==> config.mk <==
export PLATFORM = sky130hd
export DESIGN_NAME = pipeline_core
export DESIGN_NICKNAME = d
export VERILOG_FILES = /design/src/hdl/core_pkg.sv /design/src/hdl/decode_unit.sv /design/src/hdl/execute_unit.sv /design/src/hdl/fetch_unit.sv /design/src/hdl/hazard_bypass.sv /design/src/hdl/memory_unit.sv /design/src/hdl/pipeline_core.sv /design/src/hdl/reg_file.sv /design/src/hdl/stage_reg.sv
export SDC_FILE = /design/constraint.sdc
export NUM_CORES = 2
export LEC_CHECK = 0
export BUFFER_PORTS_ARGS = -buffer_cell sky130_fd_sc_hd__buf_2
export CAP_MARGIN = 20
export CORE_MARGIN = 3
export CORE_UTILIZATION = 56
export CTS_CLUSTER_SIZE = 12
export DETAILED_ROUTE_END_ITERATION = 12
export HOLD_SLACK_MARGIN = 0.02
export PLACE_DENSITY_LB_ADDON = 0.08
export SYNTH_ARGS = -nofsm -noshare
export SYNTH_HDL_FRONTEND = slang
export SYNTH_SLANG_ARGS = --single-unit
==> constraint.sdc <==
create_clock -name clk -period 12.24 [get_ports clk]
set_input_delay 0.612 -clock clk [delete_from_list [all_inputs] [get_ports clk]]
set_output_delay 0.612 -clock clk [all_outputs]
set_load 0.01 [all_outputs]
==> src/hdl/core_pkg.sv <==
////////////////////
// core package
// widths, opcodes, alu ops and the stage payloads of the rv64i pipeline
////////////////////
package core_pkg;

    parameter int XLEN       = 64;
    parameter int ILEN       = 32;
    parameter int REG_ADDR_W = 5;

    // major opcodes of the supported subset
    parameter logic [6:0] OP_LUI    = 7'b0110111;
    parameter logic [6:0] OP_OP_IMM = 7'b0010011;
    parameter logic [6:0] OP_OP     = 7'b0110011;
    parameter logic [6:0] OP_LOAD   = 7'b0000011;
    parameter logic [6:0] OP_STORE  = 7'b0100011;

    typedef enum logic [2:0] {
        ALU_ADD,
        ALU_SUB,
        ALU_XOR,
        ALU_OR,
        ALU_AND,
        ALU_PASS_B  // lui
    } alu_op_e;

    ////////////////////
    // stage payloads
    ////////////////////
    typedef struct packed {
        logic [XLEN-1:0] pc;
        logic [ILEN-1:0] instr;
    } id_payload_t;

    typedef struct packed {
        logic [XLEN-1:0]       pc;
        logic [ILEN-1:0]       instr;
        logic [REG_ADDR_W-1:0] rd;
        logic                  wen;
        alu_op_e               alu_op;
        logic [XLEN-1:0]       op_a;
        logic [XLEN-1:0]       op_b;
        logic [XLEN-1:0]       st_data;   // rs2 value for sd
        logic                  is_load;
        logic                  is_store;
    } ex_payload_t;

    typedef struct packed {
        logic [XLEN-1:0]       pc;
        logic [ILEN-1:0]       instr;
        logic [REG_ADDR_W-1:0] rd;
        logic                  wen;
        logic                  is_load;
        logic                  is_store;
        logic [XLEN-1:0]       alu_res;   // also the memory address
        logic [XLEN-1:0]       st_data;
    } m_payload_t;

    typedef struct packed {
        logic [XLEN-1:0]       pc;
        logic [ILEN-1:0]       instr;
        logic [REG_ADDR_W-1:0] rd;
        logic                  wen;
        logic [XLEN-1:0]       wdata;
    } wb_payload_t;

endpackage

==> src/hdl/decode_unit.sv <==
////////////////////
// decode unit
// opcode decode, immediates and operand placement for execute
////////////////////
module decode_unit (
    input  logic                            valid_i,
    input  core_pkg::id_payload_t           data_i,
    output logic [core_pkg::REG_ADDR_W-1:0] rs1_o,
    output logic [core_pkg::REG_ADDR_W-1:0] rs2_o,
    output logic                            use_rs1_o,
    output logic                            use_rs2_o,
    input  logic [core_pkg::XLEN-1:0]       rs1_val_i,
    input  logic [core_pkg::XLEN-1:0]       rs2_val_i,
    output core_pkg::ex_payload_t           ex_data_o
);
    import core_pkg::*;

    logic [ILEN-1:0]       instr;
    logic [6:0]            opcode;
    logic [2:0]            funct3;
    logic [6:0]            funct7;
    logic [REG_ADDR_W-1:0] rd;
    logic [XLEN-1:0]       imm_i, imm_s, imm_u;
    logic                  legal, uses1, uses2, writes, ld, st;
    alu_op_e               alu_op;
    logic [XLEN-1:0]       op_a, op_b;

    assign instr  = data_i.instr;
    assign opcode = instr[6:0];
    assign funct3 = instr[14:12];
    assign funct7 = instr[31:25];
    assign rd     = instr[11:7];
    assign rs1_o  = instr[19:15];
    assign rs2_o  = instr[24:20];

    assign imm_i = {{52{instr[31]}}, instr[31:20]};
    assign imm_s = {{52{instr[31]}}, instr[31:25], instr[11:7]};
    assign imm_u = {{32{instr[31]}}, instr[31:12], 12'b0};

    always_comb begin
        legal  = 1'b1;
        uses1  = 1'b1;
        uses2  = 1'b0;
        writes = 1'b1;
        ld     = 1'b0;
        st     = 1'b0;
        alu_op = ALU_ADD;
        op_a   = rs1_val_i;
        op_b   = imm_i;
        case (opcode)
            OP_LUI: begin
                uses1  = 1'b0;
                alu_op = ALU_PASS_B;
                op_a   = '0;
                op_b   = imm_u;
            end
            OP_OP_IMM: begin
                case (funct3)
                    3'b000:  alu_op = ALU_ADD;
                    3'b100:  alu_op = ALU_XOR;
                    3'b110:  alu_op = ALU_OR;
                    3'b111:  alu_op = ALU_AND;
                    default: legal = 1'b0;  // slti, shifts etc
                endcase
            end
            OP_OP: begin
                uses2 = 1'b1;
                op_b  = rs2_val_i;
                case ({funct7, funct3})
                    {7'b0000000, 3'b000}: alu_op = ALU_ADD;
                    {7'b0100000, 3'b000}: alu_op = ALU_SUB;
                    {7'b0000000, 3'b100}: alu_op = ALU_XOR;
                    {7'b0000000, 3'b110}: alu_op = ALU_OR;
                    {7'b0000000, 3'b111}: alu_op = ALU_AND;
                    default:              legal = 1'b0;
                endcase
            end
            OP_LOAD: begin
                ld    = 1'b1;
                legal = (funct3 == 3'b011);  // ld only
            end
            OP_STORE: begin
                uses2  = 1'b1;
                writes = 1'b0;
                st     = 1'b1;
                op_b   = imm_s;
                legal  = (funct3 == 3'b011);  // sd only
            end
            default: legal = 1'b0;
        endcase
    end

    // illegal opcodes become bubbles: no reads, no write, no access
    assign use_rs1_o = valid_i && legal && uses1;
    assign use_rs2_o = valid_i && legal && uses2;

    always_comb begin
        ex_data_o.pc       = data_i.pc;
        ex_data_o.instr    = instr;
        ex_data_o.wen      = legal && writes && (rd != '0);  // x0 never written
        ex_data_o.rd       = ex_data_o.wen ? rd : '0;
        ex_data_o.alu_op   = alu_op;
        ex_data_o.op_a     = op_a;
        ex_data_o.op_b     = op_b;
        ex_data_o.st_data  = rs2_val_i;
        ex_data_o.is_load  = legal && ld;
        ex_data_o.is_store = legal && st;
    end

endmodule

==> src/hdl/execute_unit.sv <==
////////////////////
// execute unit
// alu, also forms load/store addresses
////////////////////
module execute_unit (
    input  core_pkg::ex_payload_t     data_i,
    output logic [core_pkg::XLEN-1:0] result_o,
    output core_pkg::m_payload_t      m_data_o
);
    import core_pkg::*;

    logic [XLEN-1:0] a, b;

    assign a = data_i.op_a;
    assign b = data_i.op_b;

    always_comb begin
        case (data_i.alu_op)
            ALU_ADD:    result_o = a + b;  // ld/sd address too
            ALU_SUB:    result_o = a - b;
            ALU_XOR:    result_o = a ^ b;
            ALU_OR:     result_o = a | b;
            ALU_AND:    result_o = a & b;
            ALU_PASS_B: result_o = b;
            default:    result_o = '0;
        endcase
    end

    always_comb begin
        m_data_o.pc       = data_i.pc;
        m_data_o.instr    = data_i.instr;
        m_data_o.rd       = data_i.rd;
        m_data_o.wen      = data_i.wen;
        m_data_o.is_load  = data_i.is_load;
        m_data_o.is_store = data_i.is_store;
        m_data_o.alu_res  = result_o;
        m_data_o.st_data  = data_i.st_data;
    end

endmodule

==> src/hdl/fetch_unit.sv <==
////////////////////
// fetch unit
// sequential program counter, no branches
////////////////////
module fetch_unit #(
    parameter logic [core_pkg::XLEN-1:0] RESET_PC = '0
) (
    input  logic                      clk,
    input  logic                      rst_n_i,
    input  logic                      hold_i,
    output logic [core_pkg::XLEN-1:0] pc_o
);
    import core_pkg::*;

    logic [XLEN-1:0] pc_q;

    always_ff @(posedge clk) begin
        if (!rst_n_i) begin
            pc_q <= RESET_PC;
        end else if (!hold_i) begin
            pc_q <= pc_q + XLEN'(4);  // next word
        end
    end

    assign pc_o = pc_q;

endmodule

==> src/hdl/hazard_bypass.sv <==
////////////////////
// hazard detection and operand bypass
// ex over m over wb, load-use stall on an ex match
////////////////////
module hazard_bypass (
    input  logic                            id_valid_i,
    input  logic [core_pkg::REG_ADDR_W-1:0] rs1_i,
    input  logic [core_pkg::REG_ADDR_W-1:0] rs2_i,
    input  logic                            use_rs1_i,
    input  logic                            use_rs2_i,
    input  logic [core_pkg::XLEN-1:0]       rf_rs1_i,
    input  logic [core_pkg::XLEN-1:0]       rf_rs2_i,
    input  logic                            ex_valid_i,
    input  logic [core_pkg::REG_ADDR_W-1:0] ex_rd_i,
    input  logic                            ex_wen_i,
    input  logic                            ex_is_load_i,
    input  logic [core_pkg::XLEN-1:0]       ex_result_i,
    input  logic                            m_valid_i,
    input  logic [core_pkg::REG_ADDR_W-1:0] m_rd_i,
    input  logic                            m_wen_i,
    input  logic [core_pkg::XLEN-1:0]       m_result_i,
    input  logic                            wb_valid_i,
    input  logic [core_pkg::REG_ADDR_W-1:0] wb_rd_i,
    input  logic                            wb_wen_i,
    input  logic [core_pkg::XLEN-1:0]       wb_result_i,
    output logic [core_pkg::XLEN-1:0]       rs1_val_o,
    output logic [core_pkg::XLEN-1:0]       rs2_val_o,
    output logic                            stall_o
);
    import core_pkg::*;

    logic [REG_ADDR_W-1:0] rs [2];
    logic [XLEN-1:0]       rf_val [2];
    logic [XLEN-1:0]       val [2];
    logic [1:0]            need, ex_hit, m_hit, wb_hit;

    assign rs[0]     = rs1_i;
    assign rs[1]     = rs2_i;
    assign rf_val[0] = rf_rs1_i;
    assign rf_val[1] = rf_rs2_i;
    assign need      = {use_rs2_i && rs2_i != '0, use_rs1_i && rs1_i != '0};

    always_comb begin
        for (int i = 0; i < 2; i++) begin
            ex_hit[i] = id_valid_i && need[i] && ex_valid_i && ex_wen_i && ex_rd_i == rs[i];
            m_hit[i]  = id_valid_i && need[i] && m_valid_i && m_wen_i && m_rd_i == rs[i];
            wb_hit[i] = id_valid_i && need[i] && wb_valid_i && wb_wen_i && wb_rd_i == rs[i];
            if (ex_hit[i]) begin
                val[i] = ex_result_i;  // youngest producer wins
            end else if (m_hit[i]) begin
                val[i] = m_result_i;
            end else if (wb_hit[i]) begin
                val[i] = wb_result_i;
            end else begin
                val[i] = rf_val[i];
            end
        end
    end

    assign rs1_val_o = val[0];
    assign rs2_val_o = val[1];
    assign stall_o   = ex_is_load_i && (|ex_hit);  // load data not ready until m

endmodule

==> src/hdl/memory_unit.sv <==
////////////////////
// memory unit
// data port driver, holds m until the access completes
////////////////////
module memory_unit (
    input  logic                      valid_i,
    input  core_pkg::m_payload_t      data_i,
    output logic                      dmem_req_o,
    output logic                      dmem_wen_o,
    output logic [core_pkg::XLEN-1:0] dmem_addr_o,
    output logic [core_pkg::XLEN-1:0] dmem_wdata_o,
    input  logic [core_pkg::XLEN-1:0] dmem_rdata_i,
    input  logic                      dmem_ready_i,
    output logic                      mem_busy_o,
    output logic [core_pkg::XLEN-1:0] result_o,
    output core_pkg::wb_payload_t     wb_data_o
);

    assign dmem_req_o   = valid_i && (data_i.is_load || data_i.is_store);
    assign dmem_wen_o   = valid_i && data_i.is_store;
    assign dmem_addr_o  = data_i.alu_res;
    assign dmem_wdata_o = data_i.st_data;

    // waiting on the port stalls everything from m back
    assign mem_busy_o = dmem_req_o && !dmem_ready_i;

    assign result_o = data_i.is_load ? dmem_rdata_i : data_i.alu_res;

    always_comb begin
        wb_data_o.pc    = data_i.pc;
        wb_data_o.instr = data_i.instr;
        wb_data_o.rd    = data_i.rd;
        wb_data_o.wen   = data_i.wen;
        wb_data_o.wdata = result_o;
    end

endmodule

==> src/hdl/pipeline_core.sv <==
////////////////////
// pipeline core
// five-stage in-order rv64i subset with bypass and commit port
////////////////////
module pipeline_core #(
    parameter logic [core_pkg::XLEN-1:0] RESET_PC = '0
) (
    input  logic                            clk,
    input  logic                            rst_n_i,
    output logic [core_pkg::XLEN-1:0]       imem_addr_o,
    input  logic [core_pkg::ILEN-1:0]       imem_data_i,
    output logic                            dmem_req_o,
    output logic                            dmem_wen_o,
    output logic [core_pkg::XLEN-1:0]       dmem_addr_o,
    output logic [core_pkg::XLEN-1:0]       dmem_wdata_o,
    input  logic [core_pkg::XLEN-1:0]       dmem_rdata_i,
    input  logic                            dmem_ready_i,
    output logic                            wb_commit_o,
    output logic [core_pkg::XLEN-1:0]       wb_pc_o,
    output logic [core_pkg::ILEN-1:0]       wb_instr_o,
    output logic                            wb_wen_o,
    output logic [core_pkg::REG_ADDR_W-1:0] wb_rd_o,
    output logic [core_pkg::XLEN-1:0]       wb_wdata_o
);
    import core_pkg::*;

    id_payload_t           id_d, id_q;
    ex_payload_t           ex_d, ex_q;
    m_payload_t            m_d, m_q;
    wb_payload_t           wb_d, wb_q;
    logic                  id_valid, ex_valid, m_valid, wb_valid;
    logic                  stall, mem_busy, front_hold;
    logic [XLEN-1:0]       pc;
    logic [REG_ADDR_W-1:0] rs1, rs2;
    logic                  use_rs1, use_rs2;
    logic [XLEN-1:0]       rf_rs1, rf_rs2, rs1_val, rs2_val;
    logic [XLEN-1:0]       ex_result, m_result;

    assign front_hold = stall || mem_busy;

    ////////////////////
    // fetch and decode
    ////////////////////
    fetch_unit #(.RESET_PC(RESET_PC)) u_fetch (
        .clk     (clk),
        .rst_n_i (rst_n_i),
        .hold_i  (front_hold),
        .pc_o    (pc)
    );

    assign imem_addr_o = pc;
    assign id_d.pc     = pc;
    assign id_d.instr  = imem_data_i;  // same-cycle instruction port

    stage_reg #(.payload_t(id_payload_t)) id_reg (
        .clk(clk), .rst_n_i(rst_n_i), .en_i(!front_hold),
        .valid_i(1'b1), .data_i(id_d), .valid_o(id_valid), .data_o(id_q)
    );

    decode_unit u_decode (
        .valid_i   (id_valid),
        .data_i    (id_q),
        .rs1_o     (rs1),
        .rs2_o     (rs2),
        .use_rs1_o (use_rs1),
        .use_rs2_o (use_rs2),
        .rs1_val_i (rs1_val),
        .rs2_val_i (rs2_val),
        .ex_data_o (ex_d)
    );

    reg_file u_rf (
        .clk       (clk),
        .ra_addr_i (rs1),
        .rb_addr_i (rs2),
        .ra_data_o (rf_rs1),
        .rb_data_o (rf_rs2),
        .w_en_i    (wb_valid && wb_q.wen),
        .w_addr_i  (wb_q.rd),
        .w_data_i  (wb_q.wdata)
    );

    hazard_bypass u_hazard (
        .id_valid_i   (id_valid),
        .rs1_i        (rs1),
        .rs2_i        (rs2),
        .use_rs1_i    (use_rs1),
        .use_rs2_i    (use_rs2),
        .rf_rs1_i     (rf_rs1),
        .rf_rs2_i     (rf_rs2),
        .ex_valid_i   (ex_valid),
        .ex_rd_i      (ex_q.rd),
        .ex_wen_i     (ex_q.wen),
        .ex_is_load_i (ex_q.is_load),
        .ex_result_i  (ex_result),
        .m_valid_i    (m_valid),
        .m_rd_i       (m_q.rd),
        .m_wen_i      (m_q.wen),
        .m_result_i   (m_result),
        .wb_valid_i   (wb_valid),
        .wb_rd_i      (wb_q.rd),
        .wb_wen_i     (wb_q.wen),
        .wb_result_i  (wb_q.wdata),
        .rs1_val_o    (rs1_val),
        .rs2_val_o    (rs2_val),
        .stall_o      (stall)
    );

    ////////////////////
    // execute, memory, writeback
    ////////////////////
    stage_reg #(.payload_t(ex_payload_t)) ex_reg (
        .clk(clk), .rst_n_i(rst_n_i), .en_i(!mem_busy),
        .valid_i(id_valid && !stall), .data_i(ex_d), .valid_o(ex_valid), .data_o(ex_q)
    );

    execute_unit u_execute (
        .data_i   (ex_q),
        .result_o (ex_result),
        .m_data_o (m_d)
    );

    stage_reg #(.payload_t(m_payload_t)) m_reg (
        .clk(clk), .rst_n_i(rst_n_i), .en_i(!mem_busy),
        .valid_i(ex_valid), .data_i(m_d), .valid_o(m_valid), .data_o(m_q)
    );

    memory_unit u_memory (
        .valid_i      (m_valid),
        .data_i       (m_q),
        .dmem_req_o   (dmem_req_o),
        .dmem_wen_o   (dmem_wen_o),
        .dmem_addr_o  (dmem_addr_o),
        .dmem_wdata_o (dmem_wdata_o),
        .dmem_rdata_i (dmem_rdata_i),
        .dmem_ready_i (dmem_ready_i),
        .mem_busy_o   (mem_busy),
        .result_o     (m_result),
        .wb_data_o    (wb_d)
    );

    // wb always advances, a busy m leaves a bubble behind
    stage_reg #(.payload_t(wb_payload_t)) wb_reg (
        .clk(clk), .rst_n_i(rst_n_i), .en_i(1'b1),
        .valid_i(m_valid && !mem_busy), .data_i(wb_d), .valid_o(wb_valid), .data_o(wb_q)
    );

    ////////////////////
    // commit register
    ////////////////////
    always_ff @(posedge clk) begin
        if (!rst_n_i || !wb_valid) begin
            wb_commit_o <= 1'b0;
            wb_pc_o     <= '0;
            wb_instr_o  <= '0;
            wb_wen_o    <= 1'b0;
            wb_rd_o     <= '0;
            wb_wdata_o  <= '0;
        end else begin
            wb_commit_o <= 1'b1;
            wb_pc_o     <= wb_q.pc;
            wb_instr_o  <= wb_q.instr;
            wb_wen_o    <= wb_q.wen;
            wb_rd_o     <= wb_q.rd;
            wb_wdata_o  <= wb_q.wen ? wb_q.wdata : '0;  // stores report no value
        end
    end

endmodule

==> src/hdl/reg_file.sv <==
////////////////////
// register file
// 32 x xlen, two async reads, one write, x0 hardwired
////////////////////
module reg_file (
    input  logic                            clk,
    input  logic [core_pkg::REG_ADDR_W-1:0] ra_addr_i,
    input  logic [core_pkg::REG_ADDR_W-1:0] rb_addr_i,
    output logic [core_pkg::XLEN-1:0]       ra_data_o,
    output logic [core_pkg::XLEN-1:0]       rb_data_o,
    input  logic                            w_en_i,
    input  logic [core_pkg::REG_ADDR_W-1:0] w_addr_i,
    input  logic [core_pkg::XLEN-1:0]       w_data_i
);
    import core_pkg::*;

    logic [XLEN-1:0] regs [32];

    always_ff @(posedge clk) begin
        if (w_en_i && w_addr_i != '0) begin
            regs[w_addr_i] <= w_data_i;
        end
    end

    assign ra_data_o = (ra_addr_i == '0) ? '0 : regs[ra_addr_i];
    assign rb_data_o = (rb_addr_i == '0) ? '0 : regs[rb_addr_i];

endmodule

==> src/hdl/stage_reg.sv <==
////////////////////
// pipeline stage register
// valid bit plus one payload, loaded when enabled
////////////////////
module stage_reg #(
    parameter type payload_t = logic
) (
    input  logic     clk,
    input  logic     rst_n_i,
    input  logic     en_i,
    input  logic     valid_i,
    input  payload_t data_i,
    output logic     valid_o,
    output payload_t data_o
);

    always_ff @(posedge clk) begin
        if (!rst_n_i) begin
            valid_o <= 1'b0;
        end else if (en_i) begin
            valid_o <= valid_i;  // low here is a bubble
        end
    end

    always_ff @(posedge clk) begin
        if (en_i) begin
            data_o <= data_i;
        end
    end

endmodule

# Word level (Yosys, flattened, before mapping)
# Memories as Yosys holds them, arrays and structs flattened. A register that Yosys moved wholly into a read port is not among the register bits.
# Index checks and enable logic that the tools add are counted.
# totals
register_bits	1028
ram_bits	2048
out_inout_bits	361
n_memories	1
# memory_table
memory	words	word_bits	read_ports	rd_ports_with_merged_regs	write_ports	line	text
u_rf.regs	32	64	2	2	1	reg_file.sv:17	logic [XLEN-1:0] regs [32];
# classes
addsub	3
n_eq_ne	24
mux	27
n_bitwise	4
reduce_logical	60
# ops
op	count
64-bit two-way mux	9
64-bit case mux with 6 select lines	1
64-bit case mux with 3 select lines	1
64-bit by 3-bit adder with 64-bit output (second input constant)	1
64-bit adder	1
64-bit bitwise AND	1
64-bit bitwise OR	1
64-bit subtractor	1
64-bit XOR	1
1-bit logical AND	37
10-bit by 3-bit == test with 1-bit output (second input constant)	3
5-bit == test	6
7-bit by 6-bit == test with 1-bit output (second input constant)	3
5-bit nonzero test	4
3-bit case mux with 3 select lines	2
3-bit == test (second input constant)	5
3-bit case mux with 4 select lines	1
10-bit by 9-bit == test with 1-bit output (second input constant)	1
10-bit zero test	1
5-bit zero test	2
1-bit two-way mux	10
5-bit two-way mux	2
3-bit by 2-bit == test with 1-bit output (second input constant)	3
2-bit OR reduction	4
10 further kinds	17

# Longest topological paths before layout
# logic_depth
word_depth	15
ltp_mapped	21
ltp_nobuf	20

# Cells and area by module
# A second synthesis with hierarchy kept.
# hier_totals
cells_unflattened	8941
hier_area_um2	146656.9
# by_module_without_submodules
module	n_inst	cells_each	area_each_um2
reg_file	1	4565	93960.1
execute_unit	1	1508	10468.8
stage_reg (ex_reg)	1	302	9014.9
stage_reg (m_reg)	1	235	7003.0
stage_reg (wb_reg)	1	169	5021.1
pipeline_core	1	384	4793.3
hazard_bypass	1	571	4534.3
memory_unit	1	368	3208.1
fetch_unit	1	354	3026.7
stage_reg (id_reg)	1	99	2919.0
decode_unit	1	386	2707.6

# Worst setup path after synthesis
# Ideal clock, no wire load.
# synth_path
kind	in2reg
from	input dmem_ready_i
to	register wb_reg.valid_o
setup_time_ns	0.118
arrival_time_ns	11.723
t_required_ns	12.122
setup_slack_ns	0.399
cell_stages	3
cell_sequence	nor2_1 > inv_1 > and3_1
# synth_via
elab_chain_len	4
# synth_lines
item	line	text
start: declaration	pipeline_core.sv:17	input logic dmem_ready_i,
1-bit zero test	memory_unit.sv:25	assign mem_busy_o = dmem_req_o && !dmem_ready_i;
1-bit logical AND	memory_unit.sv:25	
1-bit zero test	pipeline_core.sv:145	.valid_i(m_valid && !mem_busy), .data_i(wb_d), .valid_o(wb_valid), .data_o(wb_q)
1-bit logical AND	pipeline_core.sv:145	
end signal: assignment	stage_reg.sv:21	valid_o <= valid_i;
end: declaration	stage_reg.sv:13	output logic valid_o,
# Every way passes these cells.
# A chain may end at the register's enable or synchronous reset.

==> key figures <==
Outcome
  – Status: completed

Flow run
  – # Max-Cap Violations: 0

Route
  – DRT Pass-1 Iters: 8
  – DRT iter0 DRCs: roughly 12000
  – Vias: between 80000 and 90000
  – Final wirelength: 454000 µm
  – Drt drc: 0
  – DR vias/cell: about 7.0
  – Antenna Violating Nets Remaining: 0
  – DR WL/cell: 38.1 µm

Worst setup path
  – Top delay family on crit path: simple AND/OR/NAND/NOR gates
  – Setup CP Type: reg -> reg
  – Setup crit end kind: register
  – Most Frequent Cell on Critical Path: o21ai_1
  – CP max stage delay: 0.81 ns
  – Crit path depth: 17
  – Crit path from: ex_reg.data_o[70]$_DFFE_PN_
  – Flop2flop setup slack: ~5.4 ns
  – Reg2reg end: ex_reg.data_o[128]$_DFFE_PN_
  – CP cell instances: nor4_1 > nand2_1 > nor3b_2 > nand2_2 > nor4bb_1 > a31oi_1 > xnor2_1 > ha_1 > nand4_1 > or3_1 > nor3_1 > o21ai_1 > a21oi_1 > o21ai_1 > and3_1 > o21ai_0 > a41oi_1
  – Arr. time, crit path: roughly 7.5 ns
  – Worst Path Max Fanout: 8
  – CP Buf/Inv Count: 0
  – Reg2Reg Launch Point: ex_reg.data_o[70]$_DFFE_PN_
  – R2r worst-path depth: 17
  – Critical path data required time: between 10 and 15 ns
  – Slowest stage cell, crit path: a21oi_1
  – CP Launch Type: register

Synth
  – Synth Warn #: 0
  – Netlist Area Pre-Place: 0.139 mm²
  – Post-synth cell types: 84
  – Ys flop type: edfxtp_1
  – Cells after synthesis: approximately 8000
  – Most numerous cell in the Yosys netlist: edfxtp_1
  – Post-synth ARST share: 0%
  – Post-synth EDFFs: roughly 2700
  – Most instantiated cells after synthesis: edfxtp_1, mux4_2, clkbuf_1, dfxtp_1, nand2_1
  – Synthesis-stage register bit count: around 3000
  – Cell taking the most area after synthesis: edfxtp_1
  – Area fraction of the dominant cell type after synthesis: between 50 and 60%
  – Post-synthesis sequential area ratio: 63.5%
  – Syn Area/Cell: approximately 18 µm²
  – Synth area leaders: edfxtp_1, mux4_2, dfxtp_1

Floorplan
  – Die width: 504 µm
  – Rows: 182
  – Core ar.: 0.246 mm²
  – Die area: 0.254 mm²
  – Die Ht: 504 µm
  – Initial core utilization: a little under three fifths
  – Io pins: 460

Power and ir drop
  – PD cells: about 170 mW/mm²
  – Leakage: ~54 nW
  – Max VDD drop: roughly 170 µV

Min path
  – Worst Hold Launch: dmem_rdata_i[27]
  – Hold path cells: 2
  – Worst Hold Path EP: wb_reg.data_o[27]$_DFF_P_
  – HP Class: in -> reg

Global route
  – First-pass GRT wire length: about 640000 µm
  – Grt total ovfl: 0
  – Largest net degree at the start of global routing: 131
  – Vias in the first global route: approximately 82000
  – GRT Util Overall: 35.6%
  – Initial antenna violation count: between 40 and 50

Timing
  – # setup viols final: 0
  – Fin. Hold Viols: 0
  – TNS Setup: 0 ns
  – Final number of max-transition violations: 0
  – Max Fclk: between 0.1 and 0.15 GHz
  – Worst slew pin tran: about 1.2 ns
  – Post-layout minimum cycle time: 6.84 ns
  – Hold WS: approximately 0.11 ns
  – RSZ-0062 raised after global routing: false
  – Max Clock Skew: 0.0876 ns
  – Slew Limit Headroom: between 10% and 20%
  – Fin crit share: a little under three fifths

Clock tree
  – Resized Gates After CTS: 0
  – TritonCTS Buffers: 337
  – Clock Sinks: 3074
  – Worst-Skew Late Latency: 1.00 ns
  – CTS tree: yes
  – CTS clk-pin slew, worst paths: approximately 0.060 ns
  – Root buf cell: clkbuf_16
  – Max Buffers Root-to-Sink: 4
  – Post-CTS Setup Inserts: 0
  – H-tree Lvls: 5

Final layout
  – Layout cells sized above 1: between 20% and 30%
  – Nets@finish: around 8700
  – Fillers: between 15000 and 20000
  – Layout area overhead: 12.1%
  – Final Cell Area: roughly 0.16 mm²

Placed design
  – RD Place Congestion: around 1
  – Hpwl dp: ~280000 µm
  – Post-DP Area: 0.145 mm²
  – Port buffer count: about 460
## cell families (layout without fill, tap and decap cells)
logic type      after synthesis  count (layout)  share of synthesized area, %
compound gates              920             920                          4.61
xor+xnor                    192             192                          1.21
fa+ha+maj                   194             194                          1.75
buf+inv                     869            1542                          2.73
flops                      3074            3074                          63.5
mux                        1465            1465                          22.1
other cells                   1              77                       0.00270
simple gates               1154            1154                          4.15
## cell usage in the layout (no fill, tap or decap), drive strengths merged, types with 23 or more instances in the layout
master,netlist,final
o211ai,76,76
mux4,1278,1278
nand4,56,56
inv,183,188
mux2,42,42
edfxtp,2669,2669
xor2,47,47
a31oi,37,37
clkbuf,408,492
xnor2,145,145
o31ai,43,43
ha,193,193
a22o,39,39
dlygate4sd3,0,62
nor3,134,134
clkinv,0,79
and2,128,128
dfxtp,405,405
o311ai,51,51
a22oi,54,54
or3,23,23
mux2i,145,145
nand3,46,46
and3,132,132
a221o,26,26
buf,278,715
o21ai,132,132
a21oi,181,181
conb,1,68
a211oi,53,53
nor2,201,201
o21a,35,35
a21o,73,73
nand2,344,344
## registers in the layout (all words and copies together), names as in the netlist, 5 cells and up, named ones only
name and cells:
u_rf.regs 2048, ex_reg.data_o 297, m_reg.data_o 230, wb_reg.data_o 164, id_reg.data_o 94, wb_wdata_o 64, u_fetch.pc_o 62, wb_pc_o 62
wb_instr_o 32, wb_rd_o 5
## layer usage
layer	vias to the layer above	GRT usage [%]	routed length, µm	part of all wire [%]
met5	-	0	159	0.035
met4	24	12.1	17500	3.9
met3	843	10.2	57600	13
met2	5680	52.3	204000	45
met1	44367	51.7	176000	39
li1	33084	-	-	-
## worst register-to-register path, delay by kind of cell, from the launching register on
kind / cells / cell delay (ns)
flops: 1 / 0.50
compound gates: 6 / 1.80
fa+ha+maj: 1 / 0.46
simple gates: 9 / 3.56
xor+xnor: 1 / 0.19
## metrics by stage
stage	instances	power (mW)	util (%)	setup WS (ns)
after global routing	11922	27.3	63.3	5.04
after CTS	11905	26.5	63.2	5.68
after detailed placement	11263	17.2	58.9	5.72
after global placement	11257	17.1	58.8	5.58
after floorplan	7936	15.3	-	0.399
final	11930	26.6	63.3	5.40
## how the worst max path moves through the flow
stage | slack [ns] | to
floorplan | 0.40 | wb_reg.valid_o$_SDFF_PN0_
global placement | 5.58 | ex_reg.data_o[128]$_DFFE_PN_
detailed placement | 5.72 | ex_reg.data_o[128]$_DFFE_PN_
CTS | 5.68 | ex_reg.data_o[185]$_SDFFCE_PN0N_
global route | 5.04 | ex_reg.data_o[128]$_DFFE_PN_
finish | 5.40 | ex_reg.data_o[128]$_DFFE_PN_
## cell type report
type,instances,area [µm²],share of cell area (%)
Sequential cell,3074,88300,56.6
Multi-Input combinational cell,3993,47600,30.5
Clock buffer,490,9360,6.00
Timing Repair Buffer,779,5120,3.28
Tap cell,3312,4140,2.66
Inverter,183,697,0.447
Clock inverter,90,637,0.408
Antenna cell,9,22.5,0.0144
## power breakdown
part           total, mW  switching, mW  internal (mW)
combinational       3.87           2.65           1.22
clock               9.40           4.01           5.39
sequential          13.3          0.616           12.7
total               26.6           7.28           19.3
## what timing repair did
item,in CTS,in global routing
hold endpoints to repair,72,0
hold buffers,62,0
setup endpoints to repair,0,0
No activity file was read; power rests on OpenSTA's default activity.
